## src/include/fc_macros.svh

```systemverilog
//========================================
// Channel counts and field widths
// Value width must stay 12 and fit the message layout
//========================================

`ifndef FC_MACROS_SVH
`define FC_MACROS_SVH

// Activations per input vector
`define FC_INPUT_CHANNEL 3

// Output channels, at most 256 for the channel field
`define FC_OUTPUT_CHANNEL 2

// Datapath and message widths
`define FC_VALUE_W 12
`define FC_OUT_VALUE_W 18
`define FC_MSG_W 32

`endif
```

## src/verilog/fc_pkg.sv

```systemverilog
//========================================
// Shared types for the FC layer
// Output message packs to exactly 32 bits
//========================================

`include "fc_macros.svh"

package fc_pkg;

  // Top two bits of every stream message
  typedef enum logic [1:0] {
    MSG_WEIGHT = 2'd0,
    MSG_BIAS   = 2'd1,
    MSG_INPUT  = 2'd2,
    MSG_OUTPUT = 2'd3
  } msg_kind_e;

  // Weight, bias, activation or partial sum
  typedef logic [`FC_VALUE_W-1:0] fc_value_t;

  // Input index just wide enough for the channel count
  localparam int IN_IDX_W = (`FC_INPUT_CHANNEL > 1) ? $clog2(`FC_INPUT_CHANNEL) : 1;
  typedef logic [IN_IDX_W-1:0] in_idx_t;

  // Output index matches the channel field of the message
  typedef logic [7:0] out_idx_t;

  typedef logic [3:0] batch_idx_t;

  //========================================
  // Output message, MSB first
  //========================================
  typedef struct packed {
    msg_kind_e                   kind;
    batch_idx_t                  batch;
    out_idx_t                    channel;
    logic [`FC_OUT_VALUE_W-1:0]  value;
  } out_msg_t;

endpackage

```

## src/verilog/fc_read_if.sv

```systemverilog
//========================================
// MAC engine access to the store
// Read data is combinational from rd_in_idx
//========================================

`include "fc_macros.svh"

interface fc_read_if import fc_pkg::*; ();

  logic       vector_full;
  batch_idx_t batch_idx;

  // Row select driven by the engine
  in_idx_t    rd_in_idx;

  // Activation and weight row at rd_in_idx
  fc_value_t                            rd_act;
  fc_value_t [`FC_OUTPUT_CHANNEL-1:0]   rd_weight;

  // Full bias array
  fc_value_t [`FC_OUTPUT_CHANNEL-1:0]   bias;

  // Frees the input vector after the last output
  logic       vec_release;

  modport store (
    output vector_full, batch_idx,
    input  rd_in_idx,
    output rd_act, rd_weight, bias,
    input  vec_release
  );

  modport engine (
    input  vector_full, batch_idx,
    output rd_in_idx,
    input  rd_act, rd_weight, bias,
    output vec_release
  );

endinterface

```

## src/verilog/fc_write_if.sv

```systemverilog
//========================================
// Decoded write requests into the store
// Strobes are one cycle, indices pre-checked
//========================================

`include "fc_macros.svh"

interface fc_write_if import fc_pkg::*; ();

  logic       weight_wen;
  logic       bias_wen;
  logic       input_wen;
  in_idx_t    in_idx;
  out_idx_t   out_idx;
  batch_idx_t batch_idx;
  fc_value_t  value;

  // Vector buffer holds a complete input set
  logic       vector_full;

  modport decoder (
    output weight_wen, bias_wen, input_wen,
    output in_idx, out_idx, batch_idx, value,
    input  vector_full
  );

  modport store (
    input  weight_wen, bias_wen, input_wen,
    input  in_idx, out_idx, batch_idx, value,
    output vector_full
  );

endinterface

```

## src/verilog/fc_layer_top.sv

```systemverilog
//========================================
// FC layer top with val/rdy streams
// One input vector is buffered at a time
//========================================

`include "fc_macros.svh"

module fc_layer_top import fc_pkg::*; (
  input  logic                  clk,
  input  logic                  reset,

  input  logic                  istream_val,
  output logic                  istream_rdy,
  input  logic [`FC_MSG_W-1:0]  istream_msg,

  output logic                  ostream_val,
  input  logic                  ostream_rdy,
  output logic [`FC_MSG_W-1:0]  ostream_msg
);

  fc_write_if wr_bus ();
  fc_read_if  rd_bus ();

  // Message decode into write strobes
  fc_msg_decoder u_decoder (
    .istream_val (istream_val),
    .istream_rdy (istream_rdy),
    .istream_msg (istream_msg),
    .wr          (wr_bus.decoder)
  );

  fc_param_store u_store (
    .clk   (clk),
    .reset (reset),
    .wr    (wr_bus.store),
    .rd    (rd_bus.store)
  );

  // MAC and output stream
  fc_mac_engine u_engine (
    .clk         (clk),
    .reset       (reset),
    .rd          (rd_bus.engine),
    .ostream_val (ostream_val),
    .ostream_rdy (ostream_rdy),
    .ostream_msg (ostream_msg)
  );

endmodule

```

## src/verilog/fc_mac_engine.sv

```systemverilog
//========================================
// One MAC per output channel plus serializer
// All sums wrap at 12 bits
//========================================

`include "fc_macros.svh"

module fc_mac_engine import fc_pkg::*; (
  input  logic                  clk,
  input  logic                  reset,
  fc_read_if.engine             rd,
  output logic                  ostream_val,
  input  logic                  ostream_rdy,
  output logic [`FC_MSG_W-1:0]  ostream_msg
);

  localparam int EXT_W = `FC_OUT_VALUE_W - `FC_VALUE_W;

  typedef enum logic [1:0] {
    S_IDLE,
    S_ACCUM,
    S_BIAS,
    S_SEND
  } state_e;

  state_e    state;
  in_idx_t   in_cnt;
  out_idx_t  out_cnt;
  fc_value_t acc [`FC_OUTPUT_CHANNEL];
  fc_value_t prod [`FC_OUTPUT_CHANNEL];
  fc_value_t sel_value;
  out_msg_t  out_msg;
  logic      out_xfer;
  logic      last_out;

  assign out_xfer = ostream_val && ostream_rdy;
  assign last_out = (out_cnt == out_idx_t'(`FC_OUTPUT_CHANNEL - 1));

  //========================================
  // FSM and counters
  //========================================
  always_ff @(posedge clk) begin
    if (reset) begin
      state   <= S_IDLE;
      in_cnt  <= '0;
      out_cnt <= '0;
    end else begin
      case (state)
        S_IDLE: begin
          // Idle cycle doubles as the accumulator load
          if (rd.vector_full) begin
            state  <= S_ACCUM;
            in_cnt <= '0;
          end
        end
        S_ACCUM: begin
          if (in_cnt == in_idx_t'(`FC_INPUT_CHANNEL - 1)) begin
            state  <= S_BIAS;
            in_cnt <= '0;
          end else begin
            in_cnt <= in_cnt + 1'b1;
          end
        end
        S_BIAS: begin
          state   <= S_SEND;
          out_cnt <= '0;
        end
        S_SEND: begin
          if (out_xfer) begin
            if (last_out) begin
              state   <= S_IDLE;
              out_cnt <= '0;
            end else begin
              out_cnt <= out_cnt + 1'b1;
            end
          end
        end
        default: state <= S_IDLE;
      endcase
    end
  end

  assign rd.rd_in_idx = in_cnt;

  //========================================
  // Multiply-accumulate
  //========================================
  // Products keep their low 12 bits only
  always_comb begin
    for (int j = 0; j < `FC_OUTPUT_CHANNEL; j++) begin
      prod[j] = rd.rd_act * rd.rd_weight[j];
    end
  end

  always_ff @(posedge clk) begin
    for (int j = 0; j < `FC_OUTPUT_CHANNEL; j++) begin
      if (state == S_IDLE) begin
        acc[j] <= '0;
      end else if (state == S_ACCUM) begin
        acc[j] <= acc[j] + prod[j];
      end else if (state == S_BIAS) begin
        acc[j] <= acc[j] + rd.bias[j];
      end
    end
  end

  //========================================
  // Output serializer
  //========================================
  always_comb begin
    sel_value = acc[0];
    for (int j = 1; j < `FC_OUTPUT_CHANNEL; j++) begin
      if (out_cnt == out_idx_t'(j)) begin
        sel_value = acc[j];
      end
    end
  end

  // Held stable by the registers behind it until accepted
  assign out_msg.kind    = MSG_OUTPUT;
  assign out_msg.batch   = rd.batch_idx;
  assign out_msg.channel = out_cnt;
  assign out_msg.value   = {{EXT_W{sel_value[`FC_VALUE_W-1]}}, sel_value};

  assign ostream_val = (state == S_SEND);
  assign ostream_msg = out_msg;

  // Frees the input vector on the last acceptance
  assign rd.vec_release = out_xfer && last_out;

endmodule

```

## src/verilog/fc_param_store.sv

```systemverilog
//========================================
// Weights, biases and one input vector
// Weights and biases survive a vector release
//========================================

`include "fc_macros.svh"

module fc_param_store import fc_pkg::*; (
  input  logic      clk,
  input  logic      reset,
  fc_write_if.store wr,
  fc_read_if.store  rd
);

  localparam int CNT_W = $clog2(`FC_INPUT_CHANNEL + 1);

  fc_value_t weight_mem [`FC_INPUT_CHANNEL][`FC_OUTPUT_CHANNEL];
  fc_value_t bias_mem   [`FC_OUTPUT_CHANNEL];
  fc_value_t act_mem    [`FC_INPUT_CHANNEL];

  logic [CNT_W-1:0] input_count;
  logic             vector_full;
  batch_idx_t       batch_reg;

  //========================================
  // Parameter and activation writes
  //========================================
  always_ff @(posedge clk) begin
    if (reset) begin
      for (int i = 0; i < `FC_INPUT_CHANNEL; i++) begin
        act_mem[i] <= '0;
        for (int j = 0; j < `FC_OUTPUT_CHANNEL; j++) begin
          weight_mem[i][j] <= '0;
        end
      end
      for (int j = 0; j < `FC_OUTPUT_CHANNEL; j++) begin
        bias_mem[j] <= '0;
      end
    end else begin
      for (int i = 0; i < `FC_INPUT_CHANNEL; i++) begin
        if (wr.input_wen && wr.in_idx == in_idx_t'(i)) begin
          act_mem[i] <= wr.value;
        end
        for (int j = 0; j < `FC_OUTPUT_CHANNEL; j++) begin
          if (wr.weight_wen && wr.in_idx == in_idx_t'(i) && wr.out_idx == out_idx_t'(j)) begin
            weight_mem[i][j] <= wr.value;
          end
        end
      end
      for (int j = 0; j < `FC_OUTPUT_CHANNEL; j++) begin
        if (wr.bias_wen && wr.out_idx == out_idx_t'(j)) begin
          bias_mem[j] <= wr.value;
        end
      end
    end
  end

  //========================================
  // Input count and full flag
  //========================================
  // Repeated input indices still count toward a full vector
  always_ff @(posedge clk) begin
    if (reset) begin
      input_count <= '0;
      vector_full <= 1'b0;
      batch_reg   <= '0;
    end else if (rd.vec_release) begin
      input_count <= '0;
      vector_full <= 1'b0;
    end else if (wr.input_wen) begin
      input_count <= input_count + 1'b1;
      batch_reg   <= wr.batch_idx;
      if (input_count == CNT_W'(`FC_INPUT_CHANNEL - 1)) begin
        vector_full <= 1'b1;
      end
    end
  end

  assign wr.vector_full = vector_full;
  assign rd.vector_full = vector_full;
  assign rd.batch_idx   = batch_reg;

  // Combinational read port for the engine
  assign rd.rd_act = act_mem[rd.rd_in_idx];

  always_comb begin
    for (int j = 0; j < `FC_OUTPUT_CHANNEL; j++) begin
      rd.rd_weight[j] = weight_mem[rd.rd_in_idx][j];
      rd.bias[j]      = bias_mem[j];
    end
  end

endmodule

```

## src/verilog/fc_msg_decoder.sv

```systemverilog
//========================================
// Input message decoder, purely combinational
// Out-of-range and output-kind messages are dropped
//========================================

`include "fc_macros.svh"

module fc_msg_decoder import fc_pkg::*; (
  input  logic                  istream_val,
  output logic                  istream_rdy,
  input  logic [`FC_MSG_W-1:0]  istream_msg,
  fc_write_if.decoder           wr
);

  msg_kind_e  kind;
  logic       xfer;

  // Raw index fields before range checks
  logic [9:0] w_in_raw;
  logic [7:0] w_out_raw;
  logic [7:0] b_out_raw;
  logic [9:0] i_in_raw;

  logic       w_ok;
  logic       b_ok;
  logic       i_ok;

  assign kind = msg_kind_e'(istream_msg[31:30]);

  // Accept anything while the vector buffer has room
  assign istream_rdy = !wr.vector_full;
  assign xfer        = istream_val && istream_rdy;

  //========================================
  // Field extraction
  //========================================
  assign w_in_raw  = istream_msg[29:20];
  assign w_out_raw = istream_msg[19:12];
  assign b_out_raw = istream_msg[29:22];
  assign i_in_raw  = istream_msg[25:16];

  assign w_ok = (w_in_raw < `FC_INPUT_CHANNEL) && (w_out_raw < `FC_OUTPUT_CHANNEL);
  assign b_ok = (b_out_raw < `FC_OUTPUT_CHANNEL);
  assign i_ok = (i_in_raw < `FC_INPUT_CHANNEL);

  // Index buses, only meaningful alongside a strobe
  assign wr.in_idx    = (kind == MSG_WEIGHT) ? in_idx_t'(w_in_raw) : in_idx_t'(i_in_raw);
  assign wr.out_idx   = (kind == MSG_BIAS) ? b_out_raw : w_out_raw;
  assign wr.batch_idx = istream_msg[29:26];
  assign wr.value     = istream_msg[`FC_VALUE_W-1:0];

  //========================================
  // Write strobes
  //========================================
  // At most one fires, and output-kind messages raise none
  assign wr.weight_wen = xfer && (kind == MSG_WEIGHT) && w_ok;
  assign wr.bias_wen   = xfer && (kind == MSG_BIAS) && b_ok;
  assign wr.input_wen  = xfer && (kind == MSG_INPUT) && i_ok;

endmodule

```

## config.mk

```make
export PLATFORM = sky130hd
export DESIGN_NAME = fc_layer_top
export DESIGN_NICKNAME = d
export VERILOG_FILES = /design/src/verilog/fc_pkg.sv /design/src/verilog/fc_read_if.sv /design/src/verilog/fc_write_if.sv /design/src/verilog/fc_layer_top.sv /design/src/verilog/fc_mac_engine.sv /design/src/verilog/fc_param_store.sv /design/src/verilog/fc_msg_decoder.sv
export VERILOG_INCLUDE_DIRS = /design/src /design/src/include
export SDC_FILE = /design/constraint.sdc
export NUM_CORES = 1
export LEC_CHECK = 0
export ABC_CLOCK_PERIOD_IN_PS = 7000
export BUFFER_PORTS_ARGS = -buffer_cell sky130_fd_sc_hd__buf_2
export CAP_MARGIN = 15
export CORE_MARGIN = 1.5
export CORE_UTILIZATION = 59
export CTS_CLUSTER_DIAMETER = 40
export CTS_CLUSTER_SIZE = 30
export DETAILED_ROUTE_END_ITERATION = 12
export PLACE_DENSITY = 0.79
export SKIP_LAST_GASP = 1
export SYNTH_ARGS = -nofsm -noshare
export SYNTH_HDL_FRONTEND = slang
export SYNTH_SLANG_ARGS = --single-unit
export TNS_END_PERCENT = 20
```

## constraint.sdc

```tcl
create_clock -name clk -period 7 [get_ports clk]
set_clock_uncertainty 0.1 [all_clocks]
set_input_delay 1.05 -clock clk [delete_from_list [all_inputs] [get_ports clk]]
set_output_delay 1.05 -clock clk [all_outputs]
set_load 0.005 [all_outputs]
```

==> Yosys cells after proc, flatten, opt, wreduce, memory -nomap -nowiden <==
Memory sizes are Yosys's and may differ from the RTL's. A register that Yosys moved wholly into a read port is not among the register bits.
Index checks and enable logic that the tools add are counted.
{ "totals": {"mem_bits_rw": 156, "memories": 4, "out_inout_bits": 34, "ff_bits": 19, "word_cells": 168} }
{ "mem_list": {"columns": ["name", "depth", "word_bits", "rd", "rd_ports_with_merged_regs", "wr", "line", "text"], "rows": [
  ["u_store.weight_mem", 3, 24, 1, 1, 3, "fc_param_store.sv:17", "fc_value_t weight_mem [`FC_INPUT_CHANNEL][`FC_OUTPUT_CHANNEL];"],
  ["u_store.act_mem", 3, 12, 1, 1, 3, "fc_param_store.sv:19", "fc_value_t act_mem [`FC_INPUT_CHANNEL];"],
  ["u_engine.acc", 2, 12, 2, 0, 2, "fc_mac_engine.sv:29", "fc_value_t acc [`FC_OUTPUT_CHANNEL];"],
  ["u_store.bias_mem", 2, 12, 2, 0, 2, "fc_param_store.sv:18", "fc_value_t bias_mem [`FC_OUTPUT_CHANNEL];"]
]} }
{ "op_classes": {"n_eq_ne": 15, "n_lt_le_gt_ge": 4, "n_bitwise": 16, "add_sub_neg": 7, "muxes": 77, "reduce_logical": 37, "multipliers": 2} }
{ "op_table": {"columns": ["cell", "count"], "rows": [
  ["2-to-1 mux 12 bit", 16],
  ["adder 12 bit", 4],
  ["2-to-1 mux 1 bit", 44],
  ["logical AND 1 bit", 24],
  ["multiplier 12 x 12 -> 12 bit", 2],
  ["2-to-1 mux 8 bit", 3],
  ["2-to-1 mux 2 bit", 11],
  ["< comparator 10 x 2 -> 1 bit (second input constant)", 2],
  ["== test 8 x 1 -> 1 bit (second input constant)", 2],
  ["< comparator 8 x 2 -> 1 bit (second input constant)", 2],
  ["one-hot mux 8 bit (2 select lines)", 1],
  ["bitwise OR 1 bit", 15],
  ["== test 2 bit (second input constant)", 6],
  ["adder 8 x 1 -> 8 bit (second input constant)", 1],
  ["logical NOT 8 bit", 1],
  ["one-hot mux 2 bit (4 select lines)", 1],
  ["AND reduction 2 bit", 4],
  ["== test 2 x 1 -> 1 bit (second input constant)", 3],
  ["logical NOT 2 bit", 3],
  ["!= test 2 bit (second input constant)", 3],
  ["adder 2 x 1 -> 2 bit (second input constant)", 2],
  ["one-hot mux 2 bit (2 select lines)", 1],
  ["AND reduction 4 bit", 1],
  ["nonzero test 2 bit", 2],
  ["other kinds (4)", 4]
]} }

==> Depth between registers and ports, before layout <==
Gate-level depths: netlist of the first run.
{ "logic_depth": {"depth_word": 10, "mapped_depth": 26, "ltp_nobuf": 23} }

==> Cells and area by module <==
Synthesis of the first run repeated with hierarchy kept, for this count alone.
{ "unflattened": {"hier_cells": 1412, "area_unflattened_um2": 14242.4} }
{ "by_module_without_submodules": {"columns": ["module", "seq_area_each_um2", "cells_each", "instances", "area_per_inst_um2"], "rows": [
  ["fc_mac_engine", 960.9, 912, 1, 7800.0],
  ["fc_param_store", 4103.9, 458, 1, 6112.1],
  ["fc_msg_decoder", 0.0, 42, 1, 330.3]
]} }

==> Least setup slack after synthesis of the first run <==
No wires, ideal clock.
{ "synth_timing": {"kind": "reg2reg", "startpoint": "register with a tool-made name", "endpoint": "memory u_engine.acc[1][11] (netlist bit) (data pin)", "synth_period_minus_slack_ns": 5.698, "path_stages_with_launch": 23, "path_buffers": 4, "t_required_ns": 6.644, "arrival_time_ns": 5.342, "slack_ns": 1.302, "setup_time_ns": 0.256, "path_cell_list": "dfxtp_1 buf_4 clkbuf_1 clkbuf_1 o21ai_0 clkbuf_1 nand2_1 fa_1 fa_1 inv_1 fa_1 fa_1 inv_1 fa_1 xnor2_1 xnor2_1 xnor2_1 xnor2_1 xnor2_1 xnor2_1 xnor2_1 xnor2_1 o211a_1"} }
{ "synth_lines": {"columns": ["item", "line"], "rows": [
  ["end: declaration", "fc_mac_engine.sv:29"]
]} }

==> results.sh, run 1 <==
export IMPL_syn_area_per_cell_um2=10.30
export IMPL_post_place_ws_ns=0.7797
export IMPL_cp_num_buf_inv=3
export IMPL_multiInputGateArea_mm2=0.007640
export IMPL_gp_congestion=0.9415
export IMPL_synth_area_leader_cell="edfxtp_1"
export IMPL_p_leak_nw=6.652
export IMPL_synth_enable_flop_cells=156
export IMPL_max_slew_margin_pct=26.62
export IMPL_grt_pass1_wl_um=51030
export IMPL_netlist_instances=1332
export IMPL_finalCritPeriodShare_pct=89.38
export IMPL_numCtsBuffers=17
export IMPL_synth_most_common_cell="inv_1"
export IMPL_outcome="finished clean"
export IMPL_ys_top_cells_by_area="edfxtp_1, fa_1, ha_1, inv_1, and2_1"
export IMPL_hold_violations=0
export IMPL_dp_cells=1662
export IMPL_hpwl_um=24620
export IMPL_drc_errors=0
export IMPL_die_y_um=155.5
export IMPL_power_total_mw=5.351
export IMPL_nNetsFinal=1631
export IMPL_tightest_slew_ns=1.100
export IMPL_dr_pass1_iters=5
export IMPL_cts_sinks=177
export IMPL_drt_iter0_drc=615
export IMPL_synth_cell_type_count=63
export IMPL_viasPerCell=5.630
export IMPL_critical_path_arrival_ns=6.34
export IMPL_core_area_mm2=0.02271
export IMPL_async_flop_share_pct=0
export IMPL_synth_top_area_share_pct=34.13
export IMPL_synth_common_cells="inv_1, edfxtp_1, nor2_1"
export IMPL_ys_ff_latch=177
export IMPL_num_io_pins=70
export IMPL_critical_path_class="reg2reg"
export IMPL_critPathRequiredTime_ns=7.08
export IMPL_crit_path_cell_trace="buf_12, mux2i_1, nor2_1, nor2_1, or2_2, fa_1, fa_1, fa_1, inv_1, fa_1, inv_1, fa_1, xnor2_1, xnor2_1, xnor2_1, xnor2_1, xnor3_1, xnor2_1, xnor2_1, o31ai_2"
export IMPL_antenna_found_initial=0
export IMPL_grt_start_max_net_pins=35
export IMPL_rsz0062_at_grt="false"
export IMPL_post_cts_resized=0
export IMPL_grt_ovfl_total=0
export IMPL_io_buffers=67
export IMPL_synthToLayoutAreaGrowth_pct=9.080
export IMPL_rows=55
export IMPL_hold_class="reg2reg"
export IMPL_synthFlopType="edfxtp_1"
export IMPL_wire_per_inst_um=19.06
export IMPL_yosysWarnings=0
export IMPL_slowest_delay_ns=0.68
export IMPL_die_w_um=155.5
export IMPL_ir_drop_mv=0.2095
export IMPL_ant_nets=0
export IMPL_die_area_mm2=0.02418
export IMPL_cp_top_family="adder cells"
export IMPL_post_route_worst_setup_slack_ns=0.7434
export IMPL_setup_viol=0
export IMPL_wl_um=32330
export IMPL_clock_root_buffer="clkbuf_16"
export IMPL_grt_usage_pct=28.13
export IMPL_cts_buffer_depth=2
export IMPL_ys_seq_area_share_pct=37.20
export IMPL_fmax_mhz=159.8
export IMPL_drv_cap=0
export IMPL_cp_start_kind="flip-flop"
export IMPL_drive_above_1_share_pct=11.48
export IMPL_cts_hold_repair_buffers=0
export IMPL_clk_pin_slew_ns=0.08
export IMPL_fin_cells=1696
export IMPL_vias=9548
export IMPL_crit_slowest_cell="dfxtp_2"
export IMPL_final_util_pct=65.92
export IMPL_finalCriticalPeriod_ns=6.257
export IMPL_power_density_mw_per_mm2=357.4
export IMPL_antenna_cells=0
export IMPL_grt_pass1_vias=9742
export IMPL_start_util_pct=60.44
export IMPL_cts_setup_buffers=0
export IMPL_regArea_mm2=0.005107
export IMPL_netlist_area_mm2=0.01372
export IMPL_slew_violations=0
export IMPL_critPathMaxFanout=16
export IMPL_setup_tns_final_ns=0
export IMPL_insertion_delay_ns=0.45
export IMPL_path_common_cell="xnor2_1"
export IMPL_fill_cells=1758
export IMPL_cts_tree="yes"
export IMPL_htree_levels=4
export IMPL_endpoint_kind="flip-flop"
## cell usage in the layout (no fill, tap or decap), drive strengths merged, types with 21 or more instances in the layout
master and count:
a21oi 30, and2 111, buf 91, dfxtp 21, edfxtp 156, fa 98, ha 99, inv 199
mux2i 49, nand2 121, nor2 126, o21ai 50, xnor2 63
## area by class of cell
| cell class | instances | share of cell area (%) |
|---|---|---|
| inverters | 192 | 4.814 |
| clock buffers | 17 | 2.842 |
| repair buffers | 92 | 3.577 |
| clock inverters | 15 | 1.237 |
| multi-input cells | 918 | 51.03 |
| flip-flops and latches | 177 | 34.12 |
| well taps | 285 | 2.382 |
## worst reg2reg max path: stages, from the launching register on
cell	delay, ns
dfxtp_2	0.68
buf_12	0.25
mux2i_1	0.20
nor2_1	0.07
nor2_1	0.51
or2_2	0.23
fa_1	0.45
fa_1	0.48
fa_1	0.53
inv_1	0.06
fa_1	0.53
inv_1	0.05
fa_1	0.37
xnor2_1	0.19
xnor2_1	0.16
xnor2_1	0.16
xnor2_1	0.16
xnor3_1	0.35
xnor2_1	0.23
xnor2_1	0.16
o31ai_2	0.07
## metrics by stage
step	cell area, um2	hold slack (ns)
3_3_place_gp	14350	0.3683
5_1_grt	14970	0.4425
6_report	14970	0.4051
3_5_place_dp	14350	0.3862
4_1_cts	14960	0.4059
2_1_floorplan	13730	0.3585
## metal layers
metal / GRT usage, % / vias to the layer above / share of wire [%]
li1: - / 4476 / -
met1: 35.90 / 4620 / 41
met2: 46.66 / 378 / 47
met3: 5.822 / 74 / 8.2
met4: 12.15 / 0 / 3.8
met5: 0 / - / 0
## final timing paths
path                                                             end  slack [ns]                                 start  cells after the start
worst max-delay path                   u_engine.acc[0][11]$_DFFE_PP_        0.74                             flip-flop                     20
worst min-delay path            u_store.rd.batch_idx[0]$_SDFFE_PP0P_        0.41  u_store.rd.batch_idx[0]$_SDFFE_PP0P_                      2
worst max register to register         u_engine.acc[0][11]$_DFFE_PP_        0.74                             flip-flop                     20
worst min register to register  u_store.rd.batch_idx[0]$_SDFFE_PP0P_        0.41  u_store.rd.batch_idx[0]$_SDFFE_PP0P_                      2
## flip-flops by register name, indices dropped and copies added, names as in the netlist, named ones only
register and flops:
u_engine.acc 24, u_engine.out_cnt 8, u_engine.rd.rd_in_idx 2, u_engine.state 2, u_store.act_mem 36, u_store.bias_mem 24
u_store.input_count 2, u_store.rd.batch_idx 4, u_store.rd.vector_full 1, u_store.weight_mem 72
## kinds of logic (layout without fill, tap and decap cells)
kind of cell    count (synthesis)  count (layout)  synth area share (%)
simple gates                  425             425                 14.81
buf+inv                       238             316                 7.166
fa+ha+maj                     197             197                 23.32
flops                         177             177                 37.20
compound gates                150             150                 7.138
xor+xnor                       82              82                 5.388
mux                            62              62                 4.950
other cells                     1               2               0.02732
## power by group
group | total (mW) | switching [mW] | internal (mW)
registers | 1.31 | 0.0661 | 1.24
logic | 3.07 | 1.69 | 1.38
clock network | 0.977 | 0.490 | 0.487
No activity file was read; power rests on OpenSTA's default activity.
==> inputs of run 2 (changes only) <==
--- a/config.mk
+++ b/config.mk
@@ -9,12 +9,13 @@
 export ABC_CLOCK_PERIOD_IN_PS = 7000
 export BUFFER_PORTS_ARGS = -buffer_cell sky130_fd_sc_hd__buf_2
 export CAP_MARGIN = 15
-export CORE_MARGIN = 1.5
-export CORE_UTILIZATION = 59
+export CELL_PAD_IN_SITES_DETAIL_PLACEMENT = 1
+export CELL_PAD_IN_SITES_GLOBAL_PLACEMENT = 1
+export CORE_UTILIZATION = 50
 export CTS_CLUSTER_DIAMETER = 40
 export CTS_CLUSTER_SIZE = 30
 export DETAILED_ROUTE_END_ITERATION = 12
-export PLACE_DENSITY = 0.79
+export PLACE_DENSITY = 0.83
 export SKIP_LAST_GASP = 1
 export SYNTH_ARGS = -nofsm -noshare
 export SYNTH_HDL_FRONTEND = slang
==> run 2 against run 1 <==
Against the previous run: power rose by 4.7%; combinational power rose by 7.2%; critical path depth rose by 3; clock-buffer cell count rose by 1; critical endpoint unchanged.
==> results.sh, run 2 (synthesis results as in run 1) <==
export IMPL_critical_path_arrival_ns=6.65
export IMPL_finalCriticalPeriod_ns=6.557
export IMPL_outcome="finished clean"
export IMPL_io_buffers=67
export IMPL_critPathRequiredTime_ns=7.09
export IMPL_finalCritPeriodShare_pct=93.67
export IMPL_grt_pass1_vias=10870
export IMPL_die_y_um=167.7
export IMPL_grt_start_max_net_pins=36
export IMPL_drive_above_1_share_pct=11.49
export IMPL_reg_largest_list="u_store.weight_mem x72, u_store.act_mem x36"
export IMPL_cts_sinks=177
export IMPL_num_io_pins=70
export IMPL_synthToLayoutAreaGrowth_pct=9.581
export IMPL_regArea_mm2=0.005107
export IMPL_tightest_slew_ns=0.9664
export IMPL_crit_slowest_cell="dfxtp_2"
export IMPL_die_w_um=167.7
export IMPL_hpwl_um=30200
export IMPL_hold_violations=0
export IMPL_grt_busiest_layer="met2"
export IMPL_power_total_mw=5.604
export IMPL_largest_reg_flops=72
export IMPL_crit_cells=23
export IMPL_grt_ovfl_total=0
export IMPL_hold_start="u_store.rd.batch_idx[2]$_SDFFE_PP0P_"
export IMPL_insertion_delay_ns=0.45
export IMPL_final_util_pct=55.80
export IMPL_antenna_found_initial=0
export IMPL_cp_num_buf_inv=4
export IMPL_wire_per_inst_um=22.76
export IMPL_cts_buffer_depth=2
export IMPL_hold_path_depth=2
export IMPL_core_area_mm2=0.02695
export IMPL_grt_usage_pct=29.38
export IMPL_ant_nets=0
export IMPL_clock_root_buffer="clkbuf_16"
export IMPL_r2r_end="u_engine.acc[0][11]$_DFFE_PP_"
export IMPL_clk_pin_slew_ns=0.08
export IMPL_critPathMaxFanout=17
export IMPL_placed_area_mm2=0.01439
export IMPL_viasPerCell=5.674
export IMPL_drc_errors=0
export IMPL_fill_cells=2994
export IMPL_htree_levels=4
export IMPL_cp_start_kind="flip-flop"
export IMPL_setup_tns_final_ns=0
export IMPL_p_leak_nw=6.650
export IMPL_wl_um=39870
export IMPL_rows=60
export IMPL_drt_iter0_drc=572
export IMPL_drv_cap=0
export IMPL_numCtsBuffers=17
export IMPL_setup_viol=0
export IMPL_cp_top_family="adder cells"
export IMPL_hold_class="reg2reg"
export IMPL_fmax_mhz=152.5
export IMPL_slowest_delay_ns=0.68
export IMPL_fin_area_mm2=0.01504
export IMPL_use_met2_pct=51.88
export IMPL_largest_register="u_store.weight_mem"
export IMPL_dr_pass1_iters=5
export IMPL_power_density_mw_per_mm2=372.6
export IMPL_die_area_mm2=0.02811
export IMPL_r2r_slack_ns=0.44
export IMPL_multiInputGateArea_mm2=0.007646
export IMPL_crit_path_cell_trace="buf_4, mux2i_1, nor2_1, a21oi_2, nor2_1, fa_1, inv_1, fa_1, inv_1, ha_1, ha_1, fa_1, inv_1, fa_1, nor2b_1, o21ai_0, a21boi_0, o21a_1, o21ai_0, nand2b_1, a21oi_1, xnor2_1, o31ai_2"
export IMPL_endpoint_kind="flip-flop"
export IMPL_crit_path_end="u_engine.acc[0][11]$_DFFE_PP_"
export IMPL_rsz0062_at_grt="false"
export IMPL_gp_congestion=0.8755
export IMPL_grt_util_met1_pct=35.84
export IMPL_critical_path_class="reg2reg"
export IMPL_grt_pass1_wl_um=61830
export IMPL_slew_violations=0
export IMPL_cts_setup_buffers=0
export IMPL_cts_hold_repair_buffers=0
export IMPL_grt_use_met3_pct=4.727
export IMPL_path_common_cell="fa_1"
export IMPL_max_slew_margin_pct=35.53
export IMPL_ir_drop_mv=0.1976
export IMPL_vias=9940
export IMPL_nNetsFinal=1630
export IMPL_layout_cells_most_common="inv_1"
export IMPL_rr_worst_depth=23
export IMPL_cts_tree="yes"
export IMPL_start_util_pct=50.92
export IMPL_layout_common_cells="inv_1, edfxtp_1, nor2_1"
[run 2: cell count changes in the layout (fill, tap and decap cells not counted), sizes merged]
cell and change:
diode +1, inv -1
[run 2: final cells by class]
type                       count  area share [%]
clock buffer                  18           2.854
timing repair buffer          91           3.561
clock inverter                14           1.140
multi-input combinational    918           50.84
antenna                        1         0.01664
sequential                   177           33.96
tap                          341           2.837
inverter                     192           4.792
[run 2: power breakdown]
part	total [mW]	leakage [nW]	switching [mW]	internal, mW
Clock	1.01	0.287	0.522	0.484
Combinational	3.29	4.62	1.88	1.41
Sequential	1.31	1.75	0.0691	1.24
[run 2: metrics by stage]
| step | worst slack (ns) | instances | hold WS [ns] |
|---|---|---|---|
| 2_1_floorplan | 1.302 | 1333 | 0.3585 |
| 3_3_place_gp | 0.8031 | 1715 | 0.3680 |
| 3_5_place_dp | 0.5591 | 1716 | 0.3839 |
| 4_1_cts | 0.3711 | 1748 | 0.4070 |
| 5_1_grt | 0.1337 | 1751 | 0.4376 |
| 6_report | 0.4431 | 1752 | 0.4057 |
[run 2: worst min path at each step]
stage / end / slack [ns]
6_report: u_store.rd.batch_idx[2]$_SDFFE_PP0P_ / 0.41
2_1_floorplan: u_store.input_count[1]$_SDFFE_PP0P_ / 0.36
3_5_place_dp: u_store.rd.batch_idx[2]$_SDFFE_PP0P_ / 0.38
5_1_grt: u_store.rd.batch_idx[2]$_SDFFE_PP0P_ / 0.44
3_3_place_gp: u_store.input_count[1]$_SDFFE_PP0P_ / 0.37
4_1_cts: u_store.rd.batch_idx[2]$_SDFFE_PP0P_ / 0.41
[run 2: per-layer routing]
metal	vias to the layer above	part of all wire (%)
met2	271	51
met5	-	0
met4	0	3.5
met3	97	4.4
met1	5111	41
li1	4461	-
[run 2: repair_timing]
item	in CTS	in global routing
gates resized for setup	0	1
endpoints found under the hold margin	0	0
setup endpoints to repair	0	1
[run 2: tightest hold or removal path, stage by stage, from the launching register on]
cell and delay [ns]:
dfxtp_1 0.33, mux2i_1 0.07, nor2_1 0.08
==> inputs of run 3 (changes only) <==
--- a/config.mk
+++ b/config.mk
@@ -7,15 +7,17 @@
 export NUM_CORES = 1
 export LEC_CHECK = 0
 export ABC_CLOCK_PERIOD_IN_PS = 7000
-export BUFFER_PORTS_ARGS = -buffer_cell sky130_fd_sc_hd__buf_2
 export CAP_MARGIN = 15
 export CELL_PAD_IN_SITES_DETAIL_PLACEMENT = 1
 export CELL_PAD_IN_SITES_GLOBAL_PLACEMENT = 1
-export CORE_UTILIZATION = 50
+export CORE_UTILIZATION = 52
 export CTS_CLUSTER_DIAMETER = 40
 export CTS_CLUSTER_SIZE = 30
 export DETAILED_ROUTE_END_ITERATION = 12
+export DONT_BUFFER_PORTS = 1
 export PLACE_DENSITY = 0.83
+export RECOVER_POWER = 50
+export SETUP_SLACK_MARGIN = 0.1
 export SKIP_LAST_GASP = 1
 export SYNTH_ARGS = -nofsm -noshare
 export SYNTH_HDL_FRONTEND = slang
==> run 3 against run 2 <==
Against the previous run: register-to-register slack worse by 0.02 ns; cell count decreased by 3.9%; non-clock buffer count shrank 66; flip-flop and latch count did not move; critical endpoint unchanged.
==> results.sh, run 3 (synthesis results as in run 1) <==
export IMPL_drive_above_1_share_pct=6.473
export IMPL_crit_slowest_cell="dfxtp_2"
export IMPL_post_cts_resized=0
export IMPL_critPathMaxFanout=38
export IMPL_ir_drop_mv=0.2924
export IMPL_viasPerCell=5.736
export IMPL_die_y_um=164.5
export IMPL_setup_viol=0
export IMPL_drv_cap=0
export IMPL_fin_cells=1683
export IMPL_slowest_delay_ns=0.82
export IMPL_hpwl_um=28170
export IMPL_clock_root_buffer="clkbuf_16"
export IMPL_wire_per_inst_um=22.90
export IMPL_io_buffers=0
export IMPL_synthToLayoutAreaGrowth_pct=7.275
export IMPL_cts_buffer_depth=2
export IMPL_vias=9654
export IMPL_start_util_pct=52.82
export IMPL_antenna_found_initial=3
export IMPL_setup_tns_final_ns=0
export IMPL_power_total_mw=5.567
export IMPL_rows=59
export IMPL_hold_violations=0
export IMPL_grt_pass1_vias=10760
export IMPL_fill_cells=2842
export IMPL_ant_nets=0
export IMPL_cts_tree="yes"
export IMPL_power_density_mw_per_mm2=378.2
export IMPL_drt_iter0_drc=708
export IMPL_critical_path_arrival_ns=6.66
export IMPL_fmax_mhz=152.0
export IMPL_dp_cells=1642
export IMPL_nNetsFinal=1564
export IMPL_grt_usage_pct=30.04
export IMPL_die_area_mm2=0.02705
export IMPL_crit_path_cell_trace="buf_4, o21a_1, nor2_1, fa_1, inv_1, fa_1, inv_1, ha_1, ha_1, fa_1, inv_1, fa_1, nor2b_1, o21ai_0, a21boi_0, o21a_1, o21ai_0, nand2b_1, a21oi_1, xnor2_1, o31ai_2"
export IMPL_finalCritPeriodShare_pct=93.96
export IMPL_largest_reg_flops=72
export IMPL_hold_class="reg2reg"
export IMPL_grt_ovfl_total=0
export IMPL_cp_start_kind="flip-flop"
export IMPL_slew_violations=0
export IMPL_finalCriticalPeriod_ns=6.577
export IMPL_critPathRequiredTime_ns=7.08
export IMPL_cp_num_buf_inv=4
export IMPL_dr_pass1_iters=7
export IMPL_hold_slack_ns=0.4114
export IMPL_wl_um=38530
export IMPL_critical_path_class="reg2reg"
export IMPL_max_slew_margin_pct=19.89
export IMPL_clk_pin_slew_ns=0.08
export IMPL_grt_start_max_net_pins=39
export IMPL_num_io_pins=70
export IMPL_htree_levels=4
export IMPL_core_area_mm2=0.02598
export IMPL_die_w_um=164.5
export IMPL_grt_pass1_wl_um=59120
export IMPL_cts_hold_repair_buffers=0
export IMPL_outcome="finished clean"
export IMPL_rsz0062_at_grt="false"
export IMPL_p_leak_nw=6.319
export IMPL_endpoint_kind="flip-flop"
export IMPL_path_common_cell="fa_1"
export IMPL_layout_cells_most_common="inv_1"
export IMPL_tightest_slew_ns=1.193
export IMPL_insertion_delay_ns=0.46
export IMPL_numCtsBuffers=17
export IMPL_cp_top_family="adder cells"
export IMPL_drc_errors=0
export IMPL_cts_setup_buffers=0
export IMPL_cts_sinks=177
export IMPL_gp_congestion=0.8738
export IMPL_reg_largest_list="u_store.weight_mem x72, u_store.act_mem x36"
export IMPL_largest_register="u_store.weight_mem"
export IMPL_layout_common_cells="inv_1, edfxtp_1, nor2_1"
run 3: changes by cell type in the layout (fill, tap and decap cells not counted), moves of 2 or more:
| cell | change |
|---|---|
| a31o_1 | +2 |
| a31o_2 | -2 |
| and2_0 | +15 |
| and2_1 | -15 |
| buf_2 | -66 |
| buf_4 | -6 |
| bufinv_16 | +2 |
| clkbuf_1 | +5 |
| diode_2 | +3 |
run 3: tightest hold or removal path: stages, from the launching register on:
cell,delay (ns)
dfxtp_1,0.35
a21oi_1,0.05
nor2_1,0.08
run 3: metrics by stage:
step	area, um2	utilization [%]	setup WS, ns
floorplan	13730	-	1.302
global placement	14040	54.02	0.7282
detailed placement	14040	54.02	0.6313
CTS	14680	56.50	0.5508
global route	14710	56.62	0.1138
finish	14720	56.66	0.4228
run 3: worst paths after layout:
check	from	end	slack, ns	depth (start not counted)
hold / removal	u_store.rd.vector_full$_SDFFE_PP0P_	u_store.rd.vector_full$_SDFFE_PP0P_	0.41	2
setup / recovery	flip-flop	u_engine.acc[0][11]$_DFFE_PP_	0.42	21
hold reg to reg	u_store.rd.vector_full$_SDFFE_PP0P_	u_store.rd.vector_full$_SDFFE_PP0P_	0.41	2
setup reg to reg	flip-flop	u_engine.acc[0][11]$_DFFE_PP_	0.42	21
run 3: area by class of cell:
| cell class | instances | area, um2 | share of cell area [%] |
|---|---|---|---|
| Antenna cell | 4 | 10.01 | 0.06799 |
| Clock buffer | 17 | 425.4 | 2.889 |
| Clock inverter | 15 | 217.7 | 1.479 |
| Inverter | 192 | 720.7 | 4.895 |
| Multi-Input combinational cell | 918 | 7640 | 51.89 |
| Sequential cell | 177 | 5107 | 34.69 |
| Tap cell | 335 | 419.2 | 2.847 |
| Timing Repair Buffer | 25 | 182.7 | 1.241 |
run 3: metal layers:
layer	up-vias	part of all wire (%)	wire [um]	track usage (%)
met5	-	0	0	0
met4	0	3.9	1496	14.85
met3	86	5.8	2229	5.173
met2	338	51	19530	52.13
met1	4895	40	15280	36.03
li1	4335	-	-	-
run 3: report_power, final:
part	switching [mW]	internal, mW	total, mW	leakage, nW
logic	1.82	1.39	3.21	4.26
registers	0.0661	1.24	1.31	1.75
clock network	0.497	0.552	1.05	0.308
